File: config.mk
export PLATFORM = sky130hd
export DESIGN_NAME = decode_stage
export DESIGN_NICKNAME = d
export VERILOG_FILES = /design/src/logic/decode_pkg.sv /design/src/logic/instr_classifier.sv /design/src/logic/imm_generator.sv /design/src/logic/reg_lock_queue.sv /design/src/logic/decode_stage.sv
export VERILOG_INCLUDE_DIRS = /design/src /design/src/logic
export SDC_FILE = /design/constraint.sdc
export NUM_CORES = 1
export LEC_CHECK = 0
export BUFFER_PORTS_ARGS = -buffer_cell sky130_fd_sc_hd__buf_4
export CAP_MARGIN = 20
export CORE_MARGIN = 2
export CORE_UTILIZATION = 53
export CTS_CLUSTER_SIZE = 16
export DETAILED_ROUTE_END_ITERATION = 10
export PLACE_DENSITY = 0.91
export SLEW_MARGIN = 20
export SYNTH_ARGS = -nofsm -noshare
export SYNTH_HDL_FRONTEND = slang
export SYNTH_SLANG_ARGS = --single-unit
File: constraint.sdc
create_clock -name clk -period 6.9 [get_ports clk]
set_clock_uncertainty 0.05 [all_clocks]
set_input_delay 1.38 -clock clk [delete_from_list [all_inputs] [get_ports clk]]
set_output_delay 1.38 -clock clk [all_outputs]
set_load 0.005 [all_outputs]
File: src/logic/decode_cfg.svh
`ifndef DECODE_CFG_SVH
`define DECODE_CFG_SVH

// Datapath and instruction word width
`define DEC_XLEN        32

// Architectural registers, also the one-hot lock vector width
`define DEC_REG_COUNT   32

// Register address width, log2 of DEC_REG_COUNT
`define DEC_REG_ADDR_W  5

// Instruction tag carried through to execute
`define DEC_TAG_W       4

// Cycles a pending write stays in the lock queue
`define DEC_LOCK_DEPTH  2

`endif

File: src/logic/decode_pkg.sv
`include "decode_cfg.svh"

package decode_pkg;

    // Execute unit that receives the instruction
    typedef enum logic [2:0] {
        bypass  = 3'd0,                         // No unit, pass-through
        adder   = 3'd1,
        logical = 3'd2,
        shifter = 3'd3,
        branch  = 3'd4,                         // Branches and jumps
        memory  = 3'd5                          // Loads and stores
    } exec_unit_e;

    // Operation selector inside the unit
    typedef enum logic [2:0] {
        op0 = 3'd0,
        op1 = 3'd1,
        op2 = 3'd2,
        op3 = 3'd3,
        op4 = 3'd4,
        op5 = 3'd5,
        op6 = 3'd6,
        op7 = 3'd7
    } instr_op_e;

    // RV32I encoding formats
    typedef enum logic [2:0] {
        fmt_r = 3'd0,
        fmt_i = 3'd1,
        fmt_s = 3'd2,
        fmt_b = 3'd3,
        fmt_u = 3'd4,
        fmt_j = 3'd5
    } instr_fmt_e;

    // Register view of the instruction word
    typedef struct packed {
        logic [6:0]                   funct7;
        logic [`DEC_REG_ADDR_W-1:0]   rs2;
        logic [`DEC_REG_ADDR_W-1:0]   rs1;
        logic [2:0]                   funct3;
        logic [`DEC_REG_ADDR_W-1:0]   rd;
        logic [6:0]                   opcode;
    } instr_r_t;

    // Immediate view, imm12 overlays funct7 and rs2
    typedef struct packed {
        logic [11:0]                  imm12;
        logic [`DEC_REG_ADDR_W-1:0]   rs1;
        logic [2:0]                   funct3;
        logic [`DEC_REG_ADDR_W-1:0]   rd;
        logic [6:0]                   opcode;
    } instr_i_t;

    // One 32-bit word, two decodings
    typedef union packed {
        instr_r_t r;
        instr_i_t i;
    } instr_word_u;

endpackage

File: src/logic/instr_classifier.sv
`timescale 1ns/10ps

module instr_classifier (
    input  decode_pkg::instr_word_u instr,      // Current instruction word
    output decode_pkg::exec_unit_e  unit,       // Target execute unit
    output decode_pkg::instr_op_e   op,         // Operation inside the unit
    output decode_pkg::instr_fmt_e  fmt         // Encoding format
);
    import decode_pkg::*;

    // Internal mnemonic, only the kept RV32I subset
    typedef enum logic [4:0] {
        mn_lui, mn_add, mn_sub, mn_slt, mn_sltu,
        mn_xor, mn_or, mn_and, mn_sll, mn_srl, mn_sra,
        mn_jal, mn_jalr, mn_beq, mn_bne, mn_blt, mn_bge, mn_bltu, mn_bgeu,
        mn_lb, mn_lh, mn_lw, mn_lbu, mn_lhu, mn_sb, mn_sh, mn_sw,
        mn_invalid
    } mnemonic_e;

    mnemonic_e mn;

    always_comb begin
        mn = mn_invalid;                        // Unknown words fall through here
        case (instr.r.opcode)
            7'b0110111: mn = mn_lui;
            7'b0010111: mn = mn_add;            // AUIPC reuses the adder
            7'b1101111: mn = mn_jal;
            7'b1100111: if (instr.r.funct3 == 3'b000) mn = mn_jalr;
            7'b1100011: case (instr.r.funct3)   // Branches
                3'b000: mn = mn_beq;
                3'b001: mn = mn_bne;
                3'b100: mn = mn_blt;
                3'b101: mn = mn_bge;
                3'b110: mn = mn_bltu;
                3'b111: mn = mn_bgeu;
                default: mn = mn_invalid;
            endcase
            7'b0000011: case (instr.r.funct3)   // Loads
                3'b000: mn = mn_lb;
                3'b001: mn = mn_lh;
                3'b010: mn = mn_lw;
                3'b100: mn = mn_lbu;
                3'b101: mn = mn_lhu;
                default: mn = mn_invalid;
            endcase
            7'b0100011: case (instr.r.funct3)   // Stores
                3'b000: mn = mn_sb;
                3'b001: mn = mn_sh;
                3'b010: mn = mn_sw;
                default: mn = mn_invalid;
            endcase
            7'b0010011: case (instr.r.funct3)   // ALU with immediate
                3'b000: mn = mn_add;            // ADDI
                3'b010: mn = mn_slt;
                3'b011: mn = mn_sltu;
                3'b100: mn = mn_xor;
                3'b110: mn = mn_or;
                3'b111: mn = mn_and;
                3'b001: if (instr.r.funct7 == 7'b0000000) mn = mn_sll;
                3'b101: if (instr.r.funct7 == 7'b0000000) mn = mn_srl;
                        else if (instr.r.funct7 == 7'b0100000) mn = mn_sra;
                default: mn = mn_invalid;
            endcase
            7'b0110011: case ({instr.r.funct7, instr.r.funct3}) // Register ALU
                {7'b0000000, 3'b000}: mn = mn_add;
                {7'b0100000, 3'b000}: mn = mn_sub;
                {7'b0000000, 3'b001}: mn = mn_sll;
                {7'b0000000, 3'b010}: mn = mn_slt;
                {7'b0000000, 3'b011}: mn = mn_sltu;
                {7'b0000000, 3'b100}: mn = mn_xor;
                {7'b0000000, 3'b101}: mn = mn_srl;
                {7'b0100000, 3'b101}: mn = mn_sra;
                {7'b0000000, 3'b110}: mn = mn_or;
                {7'b0000000, 3'b111}: mn = mn_and;
                default: mn = mn_invalid;
            endcase
            default: mn = mn_invalid;           // CSR, FENCE, ECALL land here
        endcase
    end

    always_comb begin
        case (mn)                               // Unit table
            mn_add, mn_sub, mn_slt, mn_sltu:                     unit = adder;
            mn_xor, mn_or, mn_and:                               unit = logical;
            mn_sll, mn_srl, mn_sra:                              unit = shifter;
            mn_beq, mn_bne, mn_blt, mn_bge, mn_bltu, mn_bgeu,
            mn_jal, mn_jalr:                                     unit = branch;
            mn_lb, mn_lh, mn_lw, mn_lbu, mn_lhu,
            mn_sb, mn_sh, mn_sw:                                 unit = memory;
            default:                                             unit = bypass; // LUI too
        endcase
    end

    always_comb begin
        case (mn)                               // Op code table
            mn_add, mn_xor, mn_sll, mn_beq, mn_lb:          op = op0;
            mn_sub, mn_or, mn_srl, mn_bne, mn_lbu, mn_lui:  op = op1;
            mn_sltu, mn_and, mn_sra, mn_blt, mn_lh:         op = op2;
            mn_slt, mn_bltu, mn_lhu:                        op = op3;
            mn_bge, mn_lw:                                  op = op4;
            mn_bgeu, mn_sw:                                 op = op5;
            mn_jal, mn_sh:                                  op = op6;
            mn_jalr, mn_sb:                                 op = op7;
            default:                                        op = op0;
        endcase
    end

    always_comb begin
        case (instr.r.opcode)                   // Format by opcode only
            7'b0010011, 7'b1100111, 7'b0000011: fmt = fmt_i;
            7'b0100011:                         fmt = fmt_s;
            7'b1100011:                         fmt = fmt_b;
            7'b0110111, 7'b0010111:             fmt = fmt_u;
            7'b1101111:                         fmt = fmt_j;
            default:                            fmt = fmt_r;
        endcase
    end

endmodule

File: src/logic/imm_generator.sv
`timescale 1ns/10ps

`include "decode_cfg.svh"

module imm_generator (
    input  decode_pkg::instr_word_u  instr,     // Instruction word
    input  decode_pkg::instr_fmt_e   fmt,       // Format from the classifier
    output logic [`DEC_XLEN-1:0]     imm        // Sign-extended immediate
);
    import decode_pkg::*;

    always_comb begin
        case (fmt)
            fmt_i: begin                        // imm[11:0] straight from the I view
                imm = {{20{instr.i.imm12[11]}}, instr.i.imm12};
            end
            fmt_s: begin                        // Split field, funct7 and rd slots
                imm = {{20{instr.r.funct7[6]}}, instr.r.funct7, instr.r.rd};
            end
            fmt_b: begin                        // Halfword offset
                imm = {{20{instr.r.funct7[6]}},
                       instr.r.rd[0],           // imm[11]
                       instr.r.funct7[5:0],     // imm[10:5]
                       instr.r.rd[4:1],         // imm[4:1]
                       1'b0};
            end
            fmt_u: begin                        // Upper 20 bits, low part zero
                imm = {instr.r.funct7, instr.r.rs2, instr.r.rs1, instr.r.funct3,
                       12'b0};
            end
            fmt_j: begin                        // JAL offset, +/-1 MiB
                imm = {{12{instr.r.funct7[6]}},
                       instr.r.rs1,             // imm[19:15]
                       instr.r.funct3,          // imm[14:12]
                       instr.r.rs2[0],          // imm[11]
                       instr.r.funct7[5:0],     // imm[10:5]
                       instr.r.rs2[4:1],        // imm[4:1]
                       1'b0};
            end
            default: begin
                imm = '0;                       // R format has no immediate
            end
        endcase
    end

endmodule

File: src/logic/reg_lock_queue.sv
`timescale 1ns/10ps

`include "decode_cfg.svh"

module reg_lock_queue #(
    parameter int DEPTH = `DEC_LOCK_DEPTH       // Cycles a write stays locked
) (
    input  logic                           clk,
    input  logic                           reset,
    input  logic                           we,      // Global write enable
    input  decode_pkg::instr_word_u        instr,
    input  decode_pkg::exec_unit_e         unit,
    input  decode_pkg::instr_op_e          op,
    input  decode_pkg::instr_fmt_e         fmt,
    output logic                           bubble,  // Hazard, active high
    output logic [`DEC_REG_COUNT-1:1]      wr_addr  // One-hot write address
);
    import decode_pkg::*;

    logic [`DEC_REG_COUNT-1:0] queue [DEPTH];   // Entry 0 is the newest
    logic [`DEC_REG_COUNT-1:0] locked;          // OR of all pending writes
    logic [`DEC_REG_COUNT-1:0] target;          // Lock bits of current instruction
    logic                      writes_rd;
    logic                      is_store;
    logic                      is_load;
    logic                      reads_rs1;
    logic                      reads_rs2;

    assign writes_rd = (fmt inside {fmt_r, fmt_i, fmt_u, fmt_j}) && (instr.r.rd != '0);
    assign is_store  = (unit == memory) && (op inside {op5, op6, op7});
    assign is_load   = (unit == memory) && (op inside {op0, op1, op2, op3, op4});
    assign reads_rs1 = fmt inside {fmt_r, fmt_i, fmt_s, fmt_b};
    assign reads_rs2 = fmt inside {fmt_r, fmt_s, fmt_b};

    always_comb begin
        target = '0;
        if (writes_rd)
            target[instr.r.rd] = 1'b1;          // rd is nonzero, bit 0 stays free
        else if (is_store)
            target[0] = 1'b1;                   // Bit 0 marks a pending memory write
    end

    always_comb begin
        locked = '0;
        for (int w = 0; w < DEPTH; w++)
            locked = locked | queue[w];
    end

    // RAW on a register, or a load behind a pending store
    assign bubble = (reads_rs1 && locked[instr.r.rs1]) ||
                    (reads_rs2 && locked[instr.r.rs2]) ||
                    (is_load && locked[0]);

    always_ff @(posedge clk or negedge reset) begin
        if (!reset) begin
            for (int j = 0; j < DEPTH; j++)
                queue[j] <= '0;
        end else begin
            for (int k = DEPTH - 1; k > 0; k--)
                queue[k] <= queue[k-1];         // Age every entry by one
            queue[0] <= bubble ? '0 : target;   // A stalled word locks nothing
        end
    end

    assign wr_addr = queue[DEPTH-1][`DEC_REG_COUNT-1:1] & {(`DEC_REG_COUNT-1){we}};

endmodule

File: src/logic/decode_stage.sv
`timescale 1ns/10ps

`include "decode_cfg.svh"

module decode_stage (
    input  logic                            clk,
    input  logic                            reset,
    input  logic                            we,        // Global write enable
    input  logic                            flush,     // Forces a bubble, active high
    input  decode_pkg::instr_word_u         instr,     // Held by fetch during a bubble
    input  logic [`DEC_XLEN-1:0]            npc,       // Next PC from fetch
    input  logic [`DEC_TAG_W-1:0]           tag_in,
    input  logic [`DEC_XLEN-1:0]            data_a,    // Register bank port A
    input  logic [`DEC_XLEN-1:0]            data_b,    // Register bank port B
    output logic [`DEC_REG_ADDR_W-1:0]      rs1_addr,  // Same-cycle bank read
    output logic [`DEC_REG_ADDR_W-1:0]      rs2_addr,
    output logic [`DEC_REG_COUNT-1:1]       wr_addr,   // Delayed one-hot write enables
    output logic [`DEC_XLEN-1:0]            op_a,
    output logic [`DEC_XLEN-1:0]            op_b,
    output logic [`DEC_XLEN-1:0]            op_c,
    output logic [`DEC_XLEN-1:0]            npc_out,
    output decode_pkg::instr_op_e           op_sel,
    output decode_pkg::exec_unit_e          unit_sel,
    output logic [`DEC_TAG_W-1:0]           tag_out,
    output logic                            bubble     // Hazard, active high
);
    import decode_pkg::*;

    exec_unit_e            unit;
    instr_op_e             op;
    instr_fmt_e            fmt;
    logic [`DEC_XLEN-1:0]  imm;
    logic [`DEC_XLEN-1:0]  sel_a;
    logic [`DEC_XLEN-1:0]  sel_b;
    logic [`DEC_XLEN-1:0]  sel_c;

    instr_classifier u_classifier (
        .instr (instr),
        .unit  (unit),
        .op    (op),
        .fmt   (fmt)
    );

    imm_generator u_imm (
        .instr (instr),
        .fmt   (fmt),
        .imm   (imm)
    );

    reg_lock_queue u_lock (
        .clk     (clk),
        .reset   (reset),
        .we      (we),
        .instr   (instr),
        .unit    (unit),
        .op      (op),
        .fmt     (fmt),
        .bubble  (bubble),
        .wr_addr (wr_addr)
    );

    assign rs1_addr = instr.r.rs1;              // Bank answers in this cycle
    assign rs2_addr = instr.r.rs2;

    // Operand routing by format
    assign sel_a = (fmt == fmt_u || fmt == fmt_j) ? npc : data_a;   // PC-relative base
    assign sel_b = (fmt == fmt_r || fmt == fmt_b) ? data_b : imm;
    assign sel_c = (fmt == fmt_s) ? data_b : imm;                   // Store data

    always_ff @(posedge clk or negedge reset) begin
        if (!reset) begin
            op_a     <= '0;
            op_b     <= '0;
            op_c     <= '0;
            npc_out  <= '0;
            op_sel   <= op0;
            unit_sel <= bypass;
            tag_out  <= '0;
        end else if (bubble || flush) begin     // Issue a NOP to execute
            op_a     <= '0;
            op_b     <= '0;
            op_c     <= '0;
            npc_out  <= '0;
            op_sel   <= op0;
            unit_sel <= bypass;
            tag_out  <= '0;
        end else begin
            op_a     <= sel_a;
            op_b     <= sel_b;
            op_c     <= sel_c;
            npc_out  <= npc;
            op_sel   <= op;
            unit_sel <= unit;
            tag_out  <= tag_in;
        end
    end

endmodule

# Word-level counts from Yosys, hierarchy flattened
# Memories as Yosys holds them, arrays and structs flattened.
# Index checks and enable logic that the tools add are counted.
# word_totals
regBits	202
mem_bits_ro	192
in_bits	136
output_inout_bits	180
word_cells	113
memories	2
# memory_table
name	depth	width	read_ports	rd_clocked_by_memory_dff	wr	line	rtl
(no name shown)	32	3	1	0	0	instr_classifier.sv:95	case (mn)
(no name shown)	32	3	1	0	0	instr_classifier.sv:82	case (mn)
# classes
magnitude_cmp	4
eq_ne	39
n_mux	32
bitwise	2
reduce_logical	25
# ops
cell	n
$mux 32	8
$pmux 32 s5	1
$pmux 5 s10	1
$pmux 5 s9	1
$eq 10x3->1 const B	4
$pmux 5 s8	1
$eq 3x3->1 const B	11
$or 32x32->32	1
$and 31x31->31	1
$mux 31	1
$pmux 5 s6	1
$eq 7x6->1 const B	4
$eq 7x7->1 const B	3
$eq 10x2->1 const B	2
$eq 10x9->1 const B	2
$mux 5	4
$pmux 4 s5	1
$eq 3x2->1 const B	6
$lt 5x6->1 const B	3
$pmux 3 s5	1
$eq 7x5->1 const B	2
$bmux 1 s5	2
$eq 10x1->1 const B	1
$logic_not 10->1	1
17 further kinds	39

# Longest topological paths before layout
# An unclocked memory read counts as a cell.
# logic_depth
word_depth	13
ltp_mapped	18
ltp_nobuf	14

# Modules after synthesis
# A second synthesis with hierarchy kept.
# hier_totals
cells_unflattened	1071
area_unflattened_um2	9863.2
# by_module_without_submodules
mod	instances	cells_per_inst	area_each_um2	seq_area_each_um2
decode_stage	1	528	5393.9	3453.3
reg_lock_queue	1	320	3084.2	1601.5
instr_classifier	1	157	994.7	0.0
imm_generator	1	66	390.4	0.0

# Least setup slack after synthesis
# No wires, ideal clock.
# synth_timing
path_type	in2out
startpoint	input port instr[13] (netlist bit)
endpoint	output port bubble
arrival_time_ns	4.668
required_time_ns	5.470
slack_ns	0.802
path_stages	14
n_path_buf	3
cell_sequence	buf_2 -> or3_1 -> nand2b_1 -> nand3_1 -> or4_1 -> buf_2 -> ha_1 -> a221oi_1 -> nand3_2 -> xnor2_1 -> or3_4 -> o31ai_4 -> buf_2 -> nand2b_1
# synth_via
elab_chain_cells	9
# synth_lines
item	line	rtl
start, declared	decode_stage.sv:10	input decode_pkg::instr_word_u instr,
$eq 10x3->1, or another cell as far along	instr_classifier.sv:64	7'b0110011: case ({instr.r.funct7, instr.r.funct3})
$pmux 5 s10, or another cell as far along	instr_classifier.sv:64	
$pmux 5 s9 (*)	instr_classifier.sv:24	case (instr.r.opcode)
$mem_v2 32x3	--	
$eq 3x1->1, or another cell as far along	reg_lock_queue.sv:31	assign is_load = (unit == memory) && (op inside {op0, op1, op2, op3, op4});
$reduce_bool 5->1	reg_lock_queue.sv:31	
$logic_and 1x1->1 (*)	reg_lock_queue.sv:31	
$logic_and 1x1->1 (*)	reg_lock_queue.sv:52	(is_load && locked[0]);
$logic_or 1x1->1 (*)	reg_lock_queue.sv:51	(reads_rs2 && locked[instr.r.rs2]) ||
end, declared	decode_stage.sv:25	output logic bubble
# Mark *: on every way between the ends. The rest lies on a longest branch, timed or not.

# Final worst setup path
# layout_timing
startpoint	input port instr[25] (netlist bit)
endpoint	output port bubble
# layout_via
elab_chain_cells	11
# layout_lines
item	line	rtl
$eq 7x6->1	instr_classifier.sv:61	else if (instr.r.funct7 == 7'b0100000) mn = mn_sra;
$mux 5	instr_classifier.sv:61	
$mux 5	instr_classifier.sv:60	3'b101: if (instr.r.funct7 == 7'b0000000) mn = mn_srl;
$pmux 5 s8	instr_classifier.sv:52	7'b0010011: case (instr.r.funct3)
$pmux 5 s9 (*)	instr_classifier.sv:24	
$mem_v2 32x3	--	
$eq 3x1->1, or another cell as far along	reg_lock_queue.sv:31	
$reduce_bool 5->1	reg_lock_queue.sv:31	
$logic_and 1x1->1 (*)	reg_lock_queue.sv:31	
$logic_and 1x1->1 (*)	reg_lock_queue.sv:52	
$logic_or 1x1->1 (*)	reg_lock_queue.sv:51	
# Marked as above.

==> summary.txt <==
Clock network
  – Total of hold buffers inserted after clock tree synthesis: 0
  – Setup Buffers After CTS: 0
  – Post-CTS Resized: 0
  – H-Tree Depth: 1
  – Clock tree from TritonCTS: done
  – Clock insertion delay at the later pin of the skew report: ~0.5 ns
  – Clock Sinks: 202
  – Buffer depth of the longest clock path: 3
  – Clock edge transition at the registers on the reported setup and hold paths: about 0.06 ns
  – Root buf cell: clkbuf_16
  – Number of buffers added by the clock tree synthesis step: 21

Synthesis
  – Cell taking the most area after synthesis: dfrtp_1
  – Yosys synthesis warning count: 0
  – Prevailing post-synth register cell: dfrtp_1
  – Most used standard cells in the synthesized netlist: dfrtp_1, nor3_1, a21oi_1, nor4_2, nor2_1
  – Cells after Synth: just over 1k
  – Register bit count reported by yosys: a little over 200
  – Mapped Avg Cell Area: 10.6 um^2
  – Async SR Flop Fraction: 1.00
  – Number of unique standard cell types used by synthesis: 72
  – Proportion of netlist area held by the largest area contributor: 0.473
  – Number of flops mapped to enable cells by yosys: 0
  – Most frequent cell after synthesis: dfrtp_1
  – Netlist area before placement: 10700 um^2
  – Syn_nets: about 1.1k
  – Largest cells by area after synthesis: dfrtp_1, nor4_2, nor3_1, a21oi_1, mux2i_1
  – Fraction of the yosys area taken by sequential cells: 0.473

Global route
  – Global-route wire length before repair: about 54000 um
  – Initial antenna violation count: 0
  – Via count of the first global-routing pass: between 9k and 10k
  – Maximum number of pins on one net before global-route repair: 169
  – Gr ovfl total: 0
  – Total Routing Usage GR: 0.321

Finish
  – Filler-free cell count of the finished design: roughly 1.5k
  – Layout-stage area growth over the synthesis result: 27.2%
  – Final std cell area, no fill: between 10000 and 15000 um^2
  – Antenna fix cells: 0
  – Net count reported at finish: approximately 1.4k
  – Filler Cell Count: between 1k and 1.5k
  – Proportion of layout cells with a drive suffix above 1: 0.375

Timing
  – Transition at the pin with the smallest max-transition slack: ~1.1 ns
  – Total negative setup slack: 0 ns
  – Number of max-slew violations in the final report: 0
  – Total count of hold-check failures in the final report: 0
  – Number of setup violations in the final report: 0
  – Setup repair after global routing missed its margin: false
  – Highest attainable clock frequency: about 0.15 GHz
  – Crit path time final: ~6.6 ns
  – Worst slew margin relative to its limit: 0.293
  – Final critical-path setup slack: roughly 0.26 ns
  – Period Utilization, post-route: 0.962
  – Hold slack: about 0.32 ns

Die
  – Vertical die dimension: between 100 and 150 um
  – Initial standard-cell utilization of the core: 0.544
  – Core region area: slightly below 20000 um^2
  – Die area: around 21000 um^2
  – I/O pins: around 320
  – Die width: roughly 150 um
  – Number of standard-cell rows in the floorplan: approximately 50

Placed design
  – Half-perimeter wire length after detailed placement: around 24000 um
  – Cell count after placement: approximately 1.5k
  – Count of input and output buffers: around 320
  – Last weighted congestion value of the routability-driven placer: about 0.92
  – Setup slack after placement: 0.353 ns
  – Placed standard-cell area: roughly 13000 um^2

Power and ir drop
  – IR Drop Worst-Case VDD: around 0.15 mV
  – Combinational cell fraction of total power: 0.166
  – Internal power component: between 2 and 2.5 mW
  – Flop pwr share: 0.442
  – Switching part of the total: 0.261
  – Power density cells: a little over 200 nW/um^2
  – Leakage power: roughly 6 nW
  – Psw: approximately 740 uW
  – Proportion of power drawn by the clock network: 0.392

Setup path
  – Buffering stage count on the worst path with inverters included: 3
  – Startpoint types: input port
  – Delay of the slowest cell on the worst path: between 0.5 and 0.6 ns
  – Crit Path Max Fanout: 6
  – Largest delay contributor family on the critical path: simple AND/OR/NAND/NOR gates
  – Data arrival time at the worst-slack endpoint: around 5.2 ns
  – Worst-path cell chain: buf_4, or3_1, or3_1, a32oi_1, o211ai_1, nor2_1, inv_1, ha_1, a221oi_1, nand3_2, xnor2_1, or3_4, or3b_1, nand2b_1, buf_4
  – Category of the most critical setup path: input port to output port
  – Worst Setup End Kind: output port
  – Cell with the largest stage delay on the worst path: or3_1
  – Required arrival time at the worst endpoint: 5.47 ns

Min path
  – Worst hold path class: register to register

Run
  – Max-cap violation count: 0

Routing
  – Length of the first detailed-routing pass in iterations: 5
  – Average wire per standard cell: roughly 23 um
  – Number of design rule violations left after detail routing: 0
  – Via count: ~9.5k
  – Wire length reported by the detailed router: 35200 um
  – Drt initial violations: a little under 900
  – Antenna Nets Post-Route: 0
  – Per-cell via count in the routed design: 6.28

Status
  – Status: finished, final reports clean
-- stage by stage --
step | utilization | power [mW]
5_1_grt | 0.692 | 2.92
2_1_floorplan | - | 1.51
6_report | 0.692 | 2.82
3_3_place_gp | 0.657 | 1.72
4_1_cts | 0.690 | 2.83
3_5_place_dp | 0.657 | 1.73
-- final timing paths --
| path | startpoint | to | slack, ns | cells past startpoint |
|---|---|---|---|---|
| max reg2reg | u_lock.queue[14]$_DFF_PN0_ | op_a[29]$_DFF_PN0_ | 3.34 | 9 |
| max in group asynchronous | reset | op_sel[0]$_DFF_PN0_ | 4.55 | 2 |
| max | instr[25] | bubble | 0.26 | 15 |
| min in group asynchronous | reset | u_lock.queue[9]$_DFF_PN0_ | 0.91 | 1 |
| min reg2reg | u_lock.queue[41]$_DFF_PN0_ | u_lock.queue[9]$_DFF_PN0_ | 0.32 | 0 |
| min | u_lock.queue[41]$_DFF_PN0_ | u_lock.queue[9]$_DFF_PN0_ | 0.32 | 0 |
-- sequential cells by signal, indices dropped and copies added, names as in the netlist --
| name | flops |
|---|---|
| u_lock.queue | 64 |
| npc_out | 32 |
| op_a | 32 |
| op_b | 32 |
| op_c | 32 |
| tag_out | 4 |
| op_sel | 3 |
| unit_sel | 3 |
-- worst register-to-register path, delay by kind of cell, from the launching register on --
family / cells / cell delay [ns]
simple gates: 3 / 1.12
buf+inv: 1 / 0.30
mux: 2 / 1.05
compound gates: 3 / 0.50
flops: 1 / 0.40
-- power by group through the flow --
| stage | combinational (mW) | clock [mW] | sequential (mW) |
|---|---|---|---|
| final | 0.468 | 1.11 | 1.25 |
| after global routing | 0.500 | 1.17 | 1.25 |
| after CTS | 0.464 | 1.11 | 1.25 |
| after detailed placement | 0.461 | 0 | 1.27 |
| after global placement | 0.452 | 0 | 1.27 |
| after floorplan | 0.234 | 0 | 1.27 |
-- layout by cell type, fill, tap and decap left out, types with 4 or more instances in the layout --
cell type  instances
buf_4            323
dfrtp_1          202
nor3_1            89
a21oi_1           77
nor4_2            74
nor2_1            63
nand3_1           38
mux2i_1           38
nand2_1           35
and2_1            34
nor4b_1           27
o21ai_0           21
clkbuf_16         21
and3_1            17
a211o_1           17
nor4b_2           14
nand2b_1           9
a311o_1            9
clkbuf_1           9
nor2b_1            8
a211oi_1           8
or3_1              7
mux4_2             7
o211ai_1           5
a22o_1             5
nand3b_1           4
a2111oi_0          4
and3b_1            4
buf_12             4
-- layer usage --
layer	vias to the layer above	global-route usage	routed length, um
met5	-	0	0
met4	0	0.133	1690
met3	115	0.0559	3080
met2	571	0.525	17200
met1	4661	0.425	13200
li1	4189	-	-
-- cell families after synthesis --
family          after synthesis  synth area share
compound gates              181             0.113
xor+xnor                      5           0.00410
fa+ha+maj                     3           0.00351
buf+inv                     123            0.0652
flops                       202             0.473
mux                          45            0.0503
simple gates                447             0.291
-- area by class of cell --
class                           instances  area (um^2)  share of cell area
Sequential cell                       202         5050               0.372
Multi-Input combinational cell        681         4970               0.366
Timing Repair Buffer                  330         2560               0.188
Clock buffer                           32          587              0.0431
Tap cell                              265          332              0.0244
Clock inverter                          4         73.8             0.00543
Inverter                                5         25.0             0.00184
(Power assumes the default switching activity.)
